===== config.mk =====
export PLATFORM = sky130hd
export DESIGN_NAME = mips_pipe_core
export DESIGN_NICKNAME = d
export VERILOG_FILES = /design/src/hdl/mips_isa_pkg.sv /design/src/hdl/pipe_pkg.sv /design/src/hdl/mips_alu.sv /design/src/hdl/mips_decode.sv /design/src/hdl/reg_file.sv /design/src/hdl/hazard_unit.sv /design/src/hdl/mips_pipe_core.sv
export SDC_FILE = /design/constraint.sdc
export NUM_CORES = 2
export LEC_CHECK = 0
export BUFFER_PORTS_ARGS = -buffer_cell sky130_fd_sc_hd__buf_2
export CAP_MARGIN = 30
export CORE_ASPECT_RATIO = 1.1
export CORE_UTILIZATION = 40
export DETAILED_ROUTE_END_ITERATION = 6
export PLACE_DENSITY = 0.65
export SYNTH_ARGS = -nofsm -noshare
export SYNTH_HDL_FRONTEND = slang
export SYNTH_SLANG_ARGS = --single-unit

===== constraint.sdc =====
create_clock -name clk -period 15.3 [get_ports clk]
set_input_delay 3.825 -clock clk [delete_from_list [all_inputs] [get_ports clk]]
set_output_delay 3.825 -clock clk [all_outputs]
set_load 0.1 [all_outputs]

===== src/hdl/mips_isa_pkg.sv =====
package mips_isa_pkg;

   // basic machine widths
   typedef logic [31:0] word_t;
   typedef logic [4:0]  reg_idx_t;
   // memories are word addressed, byte offset dropped
   typedef logic [29:0] waddr_t;

   // instruction field widths
   typedef logic [5:0]  opcode_t;
   typedef logic [5:0]  funct_t;
   typedef logic [4:0]  shamt_t;
   typedef logic [15:0] imm16_t;

   // r-type view of an instruction word
   // i-type immediate overlays rd, shamt and funct
   typedef struct packed {
      opcode_t  opcode;
      reg_idx_t rs;
      reg_idx_t rt;
      reg_idx_t rd;
      shamt_t   shamt;
      funct_t   funct;
   } instr_t;

   // primary opcodes
   localparam opcode_t op_rtype = 6'h00;
   localparam opcode_t op_addi  = 6'h08;
   localparam opcode_t op_addiu = 6'h09;
   localparam opcode_t op_slti  = 6'h0a;
   localparam opcode_t op_andi  = 6'h0c;
   localparam opcode_t op_ori   = 6'h0d;
   localparam opcode_t op_xori  = 6'h0e;
   localparam opcode_t op_lui   = 6'h0f;
   localparam opcode_t op_lw    = 6'h23;
   localparam opcode_t op_sw    = 6'h2b;

   // r-type function codes
   localparam funct_t fn_sll  = 6'h00;
   localparam funct_t fn_srl  = 6'h02;
   localparam funct_t fn_sra  = 6'h03;
   localparam funct_t fn_add  = 6'h20;
   localparam funct_t fn_addu = 6'h21;
   localparam funct_t fn_sub  = 6'h22;
   localparam funct_t fn_subu = 6'h23;
   localparam funct_t fn_and  = 6'h24;
   localparam funct_t fn_or   = 6'h25;
   localparam funct_t fn_xor  = 6'h26;
   localparam funct_t fn_nor  = 6'h27;
   localparam funct_t fn_slt  = 6'h2a;
   localparam funct_t fn_sltu = 6'h2b;

   // hardwired zero register
   localparam reg_idx_t reg_ra_zero = 5'd0;

endpackage


===== src/hdl/pipe_pkg.sv =====
package pipe_pkg;

   // execute unit operations
   typedef enum logic [3:0] {
      alu_add,
      alu_sub,
      alu_and,
      alu_or,
      alu_xor,
      alu_nor,
      alu_slt,
      alu_sltu,
      alu_sll,
      alu_srl,
      alu_sra,
      alu_lui
   } alu_op_e;

   // where an execute operand comes from
   typedef enum logic [1:0] {
      fwd_none = 2'd0,
      fwd_mem  = 2'd1,
      fwd_wb   = 2'd2
   } fwd_sel_e;

   // control word, follows the instruction down the pipe
   typedef struct packed {
      logic    reg_we;
      logic    mem_re;
      logic    mem_we;
      logic    use_imm;
      alu_op_e alu_op;
   } ctrl_t;

   // empty control word, used for bubbles and unknown opcodes
   localparam ctrl_t ctrl_nop = '0;

   // decode to execute register
   typedef struct packed {
      ctrl_t                 ctrl;
      mips_isa_pkg::word_t    rs_val;
      mips_isa_pkg::word_t    rt_val;
      mips_isa_pkg::word_t    imm;
      mips_isa_pkg::shamt_t   shamt;
      mips_isa_pkg::reg_idx_t rs;
      mips_isa_pkg::reg_idx_t rt;
      mips_isa_pkg::reg_idx_t dst;
   } ex_stage_t;

   // execute to memory register
   typedef struct packed {
      ctrl_t                 ctrl;
      mips_isa_pkg::word_t    alu_res;
      mips_isa_pkg::word_t    st_data;
      mips_isa_pkg::reg_idx_t dst;
   } mem_stage_t;

   // memory to writeback register
   typedef struct packed {
      logic                  reg_we;
      mips_isa_pkg::reg_idx_t dst;
      mips_isa_pkg::word_t    result;
   } wb_stage_t;

endpackage


===== src/hdl/mips_alu.sv =====
module mips_alu (
   input  pipe_pkg::alu_op_e    op,
   input  mips_isa_pkg::word_t  a,
   input  mips_isa_pkg::word_t  b,
   input  mips_isa_pkg::shamt_t shamt,
   output mips_isa_pkg::word_t  result
);

   always_comb begin
      case (op)
         // add and sub wrap, no overflow trap
         pipe_pkg::alu_add:  result = a + b;
         pipe_pkg::alu_sub:  result = a - b;
         pipe_pkg::alu_and:  result = a & b;
         pipe_pkg::alu_or:   result = a | b;
         pipe_pkg::alu_xor:  result = a ^ b;
         pipe_pkg::alu_nor:  result = ~(a | b);
         pipe_pkg::alu_slt:  result = {31'd0, $signed(a) < $signed(b)};
         pipe_pkg::alu_sltu: result = {31'd0, a < b};
         // fixed shifts act on rt, amount from the instruction
         pipe_pkg::alu_sll:  result = b << shamt;
         pipe_pkg::alu_srl:  result = b >> shamt;
         pipe_pkg::alu_sra:  result = $signed(b) >>> shamt;
         // immediate moves to the upper half
         pipe_pkg::alu_lui:  result = {b[15:0], 16'h0000};
         default:            result = '0;
      endcase
   end

endmodule


===== src/hdl/mips_decode.sv =====
module mips_decode (
   input  mips_isa_pkg::word_t instr,
   output pipe_pkg::ctrl_t     ctrl,
   output mips_isa_pkg::word_t imm
);

   mips_isa_pkg::instr_t f;
   mips_isa_pkg::imm16_t imm16;
   logic                 sext;

   assign f     = mips_isa_pkg::instr_t'(instr);
   // immediate sits over rd, shamt and funct
   assign imm16 = instr[15:0];
   assign imm   = sext ? {{16{imm16[15]}}, imm16} : {16'h0000, imm16};

   always_comb begin
      ctrl = pipe_pkg::ctrl_nop;
      sext = 1'b0;
      case (f.opcode)
         mips_isa_pkg::op_rtype: begin
            ctrl.reg_we = 1'b1;
            case (f.funct)
               mips_isa_pkg::fn_sll:  ctrl.alu_op = pipe_pkg::alu_sll;
               mips_isa_pkg::fn_srl:  ctrl.alu_op = pipe_pkg::alu_srl;
               mips_isa_pkg::fn_sra:  ctrl.alu_op = pipe_pkg::alu_sra;
               // overflow traps are not modelled, add behaves as addu
               mips_isa_pkg::fn_add:  ctrl.alu_op = pipe_pkg::alu_add;
               mips_isa_pkg::fn_addu: ctrl.alu_op = pipe_pkg::alu_add;
               mips_isa_pkg::fn_sub:  ctrl.alu_op = pipe_pkg::alu_sub;
               mips_isa_pkg::fn_subu: ctrl.alu_op = pipe_pkg::alu_sub;
               mips_isa_pkg::fn_and:  ctrl.alu_op = pipe_pkg::alu_and;
               mips_isa_pkg::fn_or:   ctrl.alu_op = pipe_pkg::alu_or;
               mips_isa_pkg::fn_xor:  ctrl.alu_op = pipe_pkg::alu_xor;
               mips_isa_pkg::fn_nor:  ctrl.alu_op = pipe_pkg::alu_nor;
               mips_isa_pkg::fn_slt:  ctrl.alu_op = pipe_pkg::alu_slt;
               mips_isa_pkg::fn_sltu: ctrl.alu_op = pipe_pkg::alu_sltu;
               // unknown function code becomes a no-op
               default:               ctrl = pipe_pkg::ctrl_nop;
            endcase
         end
         mips_isa_pkg::op_addi, mips_isa_pkg::op_addiu: begin
            ctrl = '{reg_we: 1'b1, mem_re: 1'b0, mem_we: 1'b0, use_imm: 1'b1,
                     alu_op: pipe_pkg::alu_add};
            sext = 1'b1;
         end
         mips_isa_pkg::op_slti: begin
            ctrl = '{reg_we: 1'b1, mem_re: 1'b0, mem_we: 1'b0, use_imm: 1'b1,
                     alu_op: pipe_pkg::alu_slt};
            sext = 1'b1;
         end
         // logical immediates are zero extended
         mips_isa_pkg::op_andi: ctrl = '{1'b1, 1'b0, 1'b0, 1'b1, pipe_pkg::alu_and};
         mips_isa_pkg::op_ori:  ctrl = '{1'b1, 1'b0, 1'b0, 1'b1, pipe_pkg::alu_or};
         mips_isa_pkg::op_xori: ctrl = '{1'b1, 1'b0, 1'b0, 1'b1, pipe_pkg::alu_xor};
         mips_isa_pkg::op_lui:  ctrl = '{1'b1, 1'b0, 1'b0, 1'b1, pipe_pkg::alu_lui};
         // address is base plus signed offset
         mips_isa_pkg::op_lw: begin
            ctrl = '{1'b1, 1'b1, 1'b0, 1'b1, pipe_pkg::alu_add};
            sext = 1'b1;
         end
         mips_isa_pkg::op_sw: begin
            ctrl = '{1'b0, 1'b0, 1'b1, 1'b1, pipe_pkg::alu_add};
            sext = 1'b1;
         end
         default: ctrl = pipe_pkg::ctrl_nop;
      endcase
   end

endmodule


===== src/hdl/reg_file.sv =====
module reg_file (
   input  logic                   clk,
   input  logic                   rst_b,
   input  mips_isa_pkg::reg_idx_t rs_num,
   input  mips_isa_pkg::reg_idx_t rt_num,
   output mips_isa_pkg::word_t    rs_data,
   output mips_isa_pkg::word_t    rt_data,
   input  logic                   wr_en,
   input  mips_isa_pkg::reg_idx_t wr_num,
   input  mips_isa_pkg::word_t    wr_data
);

   // entry 0 is never written, so it always reads zero
   mips_isa_pkg::word_t regs [32];
   logic                wr_live;

   assign wr_live = wr_en && (wr_num != mips_isa_pkg::reg_ra_zero);

   // same-cycle write is seen by the decode-stage read
   assign rs_data = (wr_live && wr_num == rs_num) ? wr_data : regs[rs_num];
   assign rt_data = (wr_live && wr_num == rt_num) ? wr_data : regs[rt_num];

   always_ff @(posedge clk or negedge rst_b) begin
      if (!rst_b) begin
         for (int i = 0; i < 32; i++) begin
            regs[i] <= '0;
         end
      end else if (wr_live) begin
         regs[wr_num] <= wr_data;
      end
   end

endmodule


===== src/hdl/hazard_unit.sv =====
module hazard_unit (
   input  mips_isa_pkg::reg_idx_t id_rs,
   input  mips_isa_pkg::reg_idx_t id_rt,
   input  logic                   id_reads_rt,
   input  pipe_pkg::ex_stage_t    ex,
   input  mips_isa_pkg::reg_idx_t mem_dst,
   input  logic                   mem_reg_we,
   input  pipe_pkg::wb_stage_t    wb,
   output pipe_pkg::fwd_sel_e     fwd_rs,
   output pipe_pkg::fwd_sel_e     fwd_rt,
   output logic                   stall
);

   logic load_in_ex;

   // memory stage is younger than writeback, so it wins
   // register 0 never forwards
   function automatic pipe_pkg::fwd_sel_e pick(mips_isa_pkg::reg_idx_t src,
         mips_isa_pkg::reg_idx_t m_dst, logic m_we, pipe_pkg::wb_stage_t w);
      if (src == mips_isa_pkg::reg_ra_zero) begin
         pick = pipe_pkg::fwd_none;
      end else if (m_we && m_dst == src) begin
         pick = pipe_pkg::fwd_mem;
      end else if (w.reg_we && w.dst == src) begin
         pick = pipe_pkg::fwd_wb;
      end else begin
         pick = pipe_pkg::fwd_none;
      end
   endfunction

   assign fwd_rs = pick(ex.rs, mem_dst, mem_reg_we, wb);
   assign fwd_rt = pick(ex.rt, mem_dst, mem_reg_we, wb);

   // load result is only ready at the end of the memory stage
   assign load_in_ex = ex.ctrl.mem_re && (ex.dst != mips_isa_pkg::reg_ra_zero);
   // one bubble lets memory forwarding pick up the load data
   assign stall = load_in_ex &&
                  ((ex.dst == id_rs) || (id_reads_rt && ex.dst == id_rt));

endmodule


===== src/hdl/mips_pipe_core.sv =====
module mips_pipe_core #(
   parameter mips_isa_pkg::word_t text_start = 32'h0040_0000
) (
   input  logic                 clk,
   input  logic                 rst_b,
   output mips_isa_pkg::waddr_t inst_addr,
   input  mips_isa_pkg::word_t  inst,
   output mips_isa_pkg::waddr_t mem_addr,
   output mips_isa_pkg::word_t  mem_wdata,
   output logic                 mem_we,
   input  mips_isa_pkg::word_t  mem_rdata
);

   // fetch and decode
   mips_isa_pkg::waddr_t   pc;
   mips_isa_pkg::word_t    id_instr;
   mips_isa_pkg::instr_t   id_f;
   pipe_pkg::ctrl_t        id_ctrl;
   mips_isa_pkg::word_t    id_imm;
   mips_isa_pkg::word_t    rs_data;
   mips_isa_pkg::word_t    rt_data;
   mips_isa_pkg::reg_idx_t id_dst;
   logic                   id_reads_rt;
   logic                   stall;
   // execute
   pipe_pkg::ex_stage_t    ex_d;
   pipe_pkg::ex_stage_t    ex_q;
   pipe_pkg::fwd_sel_e     fwd_rs;
   pipe_pkg::fwd_sel_e     fwd_rt;
   mips_isa_pkg::word_t    rs_fwd;
   mips_isa_pkg::word_t    rt_fwd;
   mips_isa_pkg::word_t    alu_b;
   mips_isa_pkg::word_t    alu_res;
   // memory and writeback
   pipe_pkg::mem_stage_t   mem_q;
   mips_isa_pkg::word_t    mem_result;
   pipe_pkg::wb_stage_t    wb_q;

   // operand source, nearest stage already resolved by the hazard unit
   function automatic mips_isa_pkg::word_t fwd_pick(pipe_pkg::fwd_sel_e sel,
         mips_isa_pkg::word_t reg_val, mips_isa_pkg::word_t mem_val,
         mips_isa_pkg::word_t wb_val);
      case (sel)
         pipe_pkg::fwd_mem: fwd_pick = mem_val;
         pipe_pkg::fwd_wb:  fwd_pick = wb_val;
         default:           fwd_pick = reg_val;
      endcase
   endfunction

   assign inst_addr = pc;
   assign id_f = mips_isa_pkg::instr_t'(id_instr);
   // rt is a source for r-type and for the store data
   assign id_reads_rt = (id_f.opcode == mips_isa_pkg::op_rtype) ||
                        (id_f.opcode == mips_isa_pkg::op_sw);
   // r-type writes rd, immediate forms write rt
   assign id_dst = (id_f.opcode == mips_isa_pkg::op_rtype) ? id_f.rd : id_f.rt;

   mips_decode u_decode (.instr(id_instr), .ctrl(id_ctrl), .imm(id_imm));

   reg_file u_regs (
      .clk(clk), .rst_b(rst_b),
      .rs_num(id_f.rs), .rt_num(id_f.rt), .rs_data(rs_data), .rt_data(rt_data),
      .wr_en(wb_q.reg_we), .wr_num(wb_q.dst), .wr_data(wb_q.result)
   );

   hazard_unit u_hazard (
      .id_rs(id_f.rs), .id_rt(id_f.rt), .id_reads_rt(id_reads_rt), .ex(ex_q),
      .mem_dst(mem_q.dst), .mem_reg_we(mem_q.ctrl.reg_we), .wb(wb_q),
      .fwd_rs(fwd_rs), .fwd_rt(fwd_rt), .stall(stall)
   );

   // next execute entry, bubble while stalled
   always_comb begin
      ex_d.ctrl   = stall ? pipe_pkg::ctrl_nop : id_ctrl;
      ex_d.rs_val = rs_data;
      ex_d.rt_val = rt_data;
      ex_d.imm    = id_imm;
      ex_d.shamt  = id_f.shamt;
      ex_d.rs     = id_f.rs;
      ex_d.rt     = id_f.rt;
      ex_d.dst    = id_dst;
   end

   assign rs_fwd = fwd_pick(fwd_rs, ex_q.rs_val, mem_result, wb_q.result);
   assign rt_fwd = fwd_pick(fwd_rt, ex_q.rt_val, mem_result, wb_q.result);
   assign alu_b  = ex_q.ctrl.use_imm ? ex_q.imm : rt_fwd;

   mips_alu u_alu (.op(ex_q.ctrl.alu_op), .a(rs_fwd), .b(alu_b), .shamt(ex_q.shamt),
                   .result(alu_res));

   // data port, word access only
   assign mem_addr   = mem_q.alu_res[31:2];
   assign mem_wdata  = mem_q.st_data;
   assign mem_we     = mem_q.ctrl.mem_we;
   // load data arrives in the same cycle
   assign mem_result = mem_q.ctrl.mem_re ? mem_rdata : mem_q.alu_res;

   always_ff @(posedge clk or negedge rst_b) begin
      if (!rst_b) begin
         pc       <= text_start[31:2];
         id_instr <= '0;
         ex_q     <= '0;
         mem_q    <= '0;
         wb_q     <= '0;
      end else begin
         // fetch and decode hold on a load-use interlock
         if (!stall) begin
            pc       <= pc + 30'd1;
            id_instr <= inst;
         end
         ex_q  <= ex_d;
         mem_q <= '{ctrl: ex_q.ctrl, alu_res: alu_res, st_data: rt_fwd, dst: ex_q.dst};
         wb_q  <= '{reg_we: mem_q.ctrl.reg_we, dst: mem_q.dst, result: mem_result};
      end
   end

endmodule


# [After elaboration in Yosys (flattened, before gate mapping)]
# Cells that the tools add are included.
[totals] elab_cells=171 regBits=1320
[op_classes] magnitude_cmp=6 reduce_logical=24 muxes=29 addsub=3 shift=3 eq_ne=44 bitwise=7
[ops] operator="1024-bit bitwise mux" count=1
[ops] operator="32-bit case mux with 12 select lines" count=1
[ops] operator="32-bit binary-select mux with 5-bit select" count=2
[ops] operator="32-bit two-way mux" count=10
[ops] operator="32-bit demux with 5-bit select" count=1
[ops] operator="32-bit case mux with 2 select lines" count=2
[ops] operator="6-bit == test, second input constant" count=12
[ops] operator="8-bit case mux with 9 select lines" count=1
[ops] operator="32-bit less-than comparator" count=2
[ops] operator="6-bit by 4-bit == test with 1-bit output, second input constant" count=7
[ops] operator="5-bit == test" count=8
[ops] operator="4-bit case mux with 10 select lines" count=1
[ops] operator="32-bit adder" count=1
[ops] operator="32-bit bitwise AND" count=1
[ops] operator="32-bit NOT" count=1
[ops] operator="32-bit bitwise OR" count=1
[ops] operator="32-bit by 5-bit left shift with 32-bit output" count=1
[ops] operator="32-bit by 5-bit >> shifter with 32-bit output" count=1
[ops] operator="32-bit by 5-bit >>> shifter with 32-bit output" count=1
[ops] operator="32-bit subtractor" count=1
[ops] operator="32-bit bitwise XOR" count=1
[ops] operator="30-bit by 1-bit adder with 30-bit output, second input constant" count=1
[ops] operator="6-bit greater-or-equal comparator, second input constant" count=3
[ops] operator="5-bit NOT with 6-bit output" count=3
[ops] operator="other kinds (22)" count=52

# [Depth between registers and ports, before layout]
[depth] word_depth=11 depth_mapped=24

# [Hierarchy]
# From an unflattened synthesis, not the netlist that was laid out.
[hier_totals] hier_cells=5679 hier_area_um2=75035.7
[modules_own_cells] module="reg_file" seq_area_each_um2=25624.6 instances=1 cells_per_inst=3420 area_per_inst_um2=53675.2
[modules_own_cells] module="mips_pipe_core" seq_area_each_um2=7408.4 instances=1 cells_per_inst=799 area_per_inst_um2=11375.9
[modules_own_cells] module="mips_alu" seq_area_each_um2=0.0 instances=1 cells_per_inst=1322 area_per_inst_um2=8979.9
[modules_own_cells] module="mips_decode" seq_area_each_um2=0.0 instances=1 cells_per_inst=85 area_per_inst_um2=578.1
[modules_own_cells] module="hazard_unit" seq_area_each_um2=0.0 instances=1 cells_per_inst=53 area_per_inst_um2=426.7

# [Least setup slack after synthesis]
# OpenSTA, ideal clock, no wires.
[synth_path] path_kind="input-to-reg" startpoint="input port mem_rdata[0]" endpoint="register mem_q (netlist bit mem_addr[24])" setup_ns=0.135 path_slack_ns=7.154 required_time_ns=15.165 stages=17 arrival_ns=8.011 cell_sequence="mux2_2 > and4_1 > a311o_1 > mux2i_1 > inv_1 > ha_1 > fa_1 > nor2b_1 > o311a_1 > o21ai_0 > o21ai_0 > o41ai_1 > o31a_1 > a21oi_1 > a221oi_1 > o21bai_1 > o211ai_1"
[synth_via] elab_chain_len=5 elab_cells_between_ends=10
[synth_lines] item="from (decl)" line="mips_pipe_core.sv:11" rtl="input mips_isa_pkg::word_t mem_rdata"
[synth_lines] item="32-bit two-way mux *" line="mips_pipe_core.sv:96" rtl="assign mem_result = mem_q.ctrl.mem_re ? mem_rdata : mem_q.alu_res;"
[synth_lines] item="32-bit case mux with 2 select lines *" line="mips_pipe_core.sv:43" rtl="case (sel)"
[synth_lines] item="via rt_fwd[0]" line="mips_pipe_core.sv:31" rtl="mips_isa_pkg::word_t rt_fwd;"
[synth_lines] item="32-bit two-way mux *" line="mips_pipe_core.sv:86" rtl="assign alu_b = ex_q.ctrl.use_imm ? ex_q.imm : rt_fwd;"
[synth_lines] item="32-bit subtractor, or another cell as far along" line="mips_alu.sv:13" rtl="pipe_pkg::alu_sub: result = a - b;"
[synth_lines] item="32-bit case mux with 12 select lines *" line="mips_alu.sv:10" rtl="case (op)"
[synth_lines] item="via alu_res[26]" line="mips_pipe_core.sv:33" rtl="mips_isa_pkg::word_t alu_res;"
[synth_lines] item="to (signal assigned)" line="mips_pipe_core.sv:112" rtl="mem_q <= '{ctrl: ex_q.ctrl, alu_res: alu_res, st_data: rt_fwd, dst: ex_q.dst};"
[synth_lines] item="to (decl)" line="mips_pipe_core.sv:35" rtl="pipe_pkg::mem_stage_t mem_q;"
# The timed path passes the listed nets; every way through them passes the cells marked *.
# A chain may end at the register's enable or synchronous reset.

# [Worst setup path in the final report]
[layout_path] startpoint="input port mem_rdata[0]" endpoint="register mem_q (netlist bit mem_addr[24])"
[layout_via] elab_chain_len=5 elab_cells_between_ends=10
[layout_lines] item="32-bit two-way mux *" line="mips_pipe_core.sv:96"
[layout_lines] item="via mem_result[0]" line="mips_pipe_core.sv:36" rtl="mips_isa_pkg::word_t mem_result;"
[layout_lines] item="32-bit case mux with 2 select lines *" line="mips_pipe_core.sv:43"
[layout_lines] item="via rt_fwd[0]" line="mips_pipe_core.sv:31"
[layout_lines] item="32-bit two-way mux *" line="mips_pipe_core.sv:86"
[layout_lines] item="32-bit subtractor, or another cell as far along" line="mips_alu.sv:13"
[layout_lines] item="32-bit case mux with 12 select lines *" line="mips_alu.sv:10"
[layout_lines] item="via alu_res[26]" line="mips_pipe_core.sv:33"
# Marks and branches as above.

==> results.toml <==
[drt]
drt_iter0_markers = 5435
dr_total_vias = 53680
drc = 0
detail-route-antenna-nets = 0
first_pass_iters = 6
drt-total-wl_um = 274800
wl_per_cell_um = 33.60
viasPerCell = 6.562

[worst_setup_path]
r2r-start = "ex_q[7]$_DFF_PN0_"
worstPathMaxFanout = 8
criticalPathCategory = "input port to register"
cp.required_ns = 15.95
worstSetupEndpointType = "register"
r2r_slack_ns = 7.95
rr_worst_depth = 19
start_kind = "input port"
arrival_ns = 9.26
r2r-end = "mem_addr[24]$_DFF_PN0_"

[min_path]
hold_end = "mem_we$_DFF_PN0_"
hold_depth = 0
worstHoldStart = "ex_q[121]$_DFF_PN0_"
holdCritPathClass = "register to register"

[floorplan]
core_area_mm2 = 0.1881
ios = 159
initial_core_util_pct = 40.22
die_w_um = 416.6
rows = 167
die_h_um = 458.1
dieArea_mm2 = 0.1908

[synthesis]
async_reset_ff_share_pct = 100.0
netlist_instances = 5759
synth-edff-count = 0
synthFlopType = "dfrtp_1"
yosysSeqAreaShare_pct = 43.02
ys_seq_elements = 1300
postSynthAreaPerCell_um2 = 13.13
syn_nets = 5931
mappedNetlistArea_mm2 = 0.07563
yosys.cell_types.count = 92
yosys_warnings = 0

[clock_network]
clk_pin_slew_ns = 0.07
cts_setup_buffers = 0
clockRootBuffer = "clkbuf_16"
cts_made_buffers = 140
cts_resized = 0
cts_hold_buf = 0
htreeDepth = 4
clk_path_buf_depth = 3
cts_num_sinks = 1300
insertion_delay_ns = 0.81
cts_tree = "built"

[final_layout]
synthToLayoutAreaGrowth_pct = 11.04
fin_nets = 5797
utilization_pct = 44.66
nFillCells = 16840
final_area_mm2 = 0.08398
final_common_cell = "dfrtp_1"
final_cell_mix = "1285 x dfrtp_1, 1052 x mux2_2, 670 x mux4_2"
drive_gt1_share_pct = 42.06

[timing]
relSlewSlack_pct = 13.50
drv_slew = 0
fin_tns_setup_ns = 0
rsz0062_at_grt = "no"
hold-worst-slack_ns = 0.3491
setup_viol = 0
hold_violations = 0
tightest_slew_ns = 1.297
fmax_mhz = 116.2
finalCritPeriodShare_pct = 56.25
finClkSkew_ns = 0.03659
fin_crit_ns = 8.607

[power]
leakagePower_nw = 37.07
p_int_mw = 6.150
netSwitchingPower_mw = 2.662
seq_power_share_pct = 43.3
power_density_mw_per_mm2 = 104.9
pwr-share-clk_pct = 39.6
comb_power_share_pct = 17.1
vdd_drop_max_uv = 70.18
power_mw = 8.812
swShare_pct = 30.21

[run]
cap_violations = 0

[global_route]
grt_overflow = 0
grt_usage_pct = 28.73
grt_max_degree = 197
grt_pass1_wl_um = 399000
grt_pass1_vias = 54750
antenna_found_initial = 15

[placed_design]
place_area_mm2 = 0.07927
place.gp.congestion = 1.068
dp_hpwl_um = 180500
io_buffers = 158

[run_status]
outcome = "finished, final reports clean"
synthesized netlist by cell type, drive strengths merged (51+ instances only):
library cell  number  share of area [%]
mux4             670                 20
clkbuf           504                2.5
a21oi            110               0.73
xnor2             51               0.59
ha               104                1.7
dfrtp           1299                 43
nor2             198               0.99
nand2            274                1.4
mux2            1052                 16
buf              138                1.0
o21ai            271                1.8
inv              136               0.67
mux2i            106                1.5
final cells by class:
class | count | area (um^2) | share of cell area [%]
multi-input cells | 3677 | 40180 | 47.84
clock inverters | 48 | 571.8 | 0.6809
clock buffers | 197 | 4035 | 4.805
inverters | 140 | 525.5 | 0.6257
well taps | 2450 | 3065 | 3.650
flip-flops and latches | 1300 | 32580 | 38.79
repair buffers | 366 | 3020 | 3.596
diodes | 3 | 7.507 | 0.008939
kinds of logic after synthesis:
family / after synthesis / share of synthesized area, %
compound gates: 902 / 8.300
xor+xnor: 79 / 0.9149
fa+ha+maj: 106 / 1.773
buf+inv: 782 / 4.217
flops: 1300 / 43.02
mux: 1828 / 37.07
simple gates: 762 / 4.713
through the flow:
step | setup slack [ns] | std cells
3_3_place_gp | 6.016 | 7894
2_1_floorplan | 7.154 | 5759
4_1_cts | 6.818 | 8173
3_5_place_dp | 5.981 | 7928
6_report | 6.693 | 8181
5_1_grt | 6.383 | 8180
registers in the layout, indices dropped and copies added, names as in the netlist:
signal       flops
mem_addr        30
wb_q            38
ex_q           104
id_f            32
u_regs.regs   1024
mem_wdata       32
inst_addr       30
mem_we           1
mem_q            9
critical path, stage by stage:
cell and delay [ns]:
buf_2 0.16, mux2_2 0.30, and4_1 0.20, a311o_1 0.42, mux2i_1 0.17, buf_4 0.20
inv_1 0.08, ha_1 0.23, fa_1 0.48, nor2b_1 0.18, o311a_1 0.34, o21ai_0 0.50
o21ai_0 0.30, o41ai_1 0.75, o31a_1 0.34, a21oi_1 0.19, a221oi_1 0.30, o21bai_1 0.16
o211ai_1 0.11
power groups by stage:
stage               combinational (mW)  sequential [mW]  clock (mW)
detailed placement                1.47             3.87           0
global route                      1.58             3.83        3.67
global placement                  1.33             3.93           0
floorplan                        0.953             3.82           0
CTS                               1.48             3.81        3.55
finish                            1.51             3.81        3.49
worst max path at each step:
stage                 start                      to
5_1_grt        mem_rdata[0]  mem_addr[24]$_DFF_PN0_
2_1_floorplan  mem_rdata[0]  mem_addr[24]$_DFF_PN0_
3_5_place_dp   mem_rdata[0]  mem_addr[24]$_DFF_PN0_
4_1_cts        mem_rdata[0]  mem_addr[24]$_DFF_PN0_
6_report       mem_rdata[0]  mem_addr[24]$_DFF_PN0_
3_3_place_gp   mem_rdata[0]  mem_addr[24]$_DFF_PN0_
routing by layer:
layer | global-route usage [%] | vias to the layer above | routed length, um
met5 | 0 | - | 74
met4 | 19.42 | 12 | 21640
met3 | 5.515 | 876 | 20970
met2 | 45.78 | 2693 | 129200
met1 | 35.50 | 28350 | 103000
li1 | - | 21760 | -
Power figures use the tool's default switching activity.
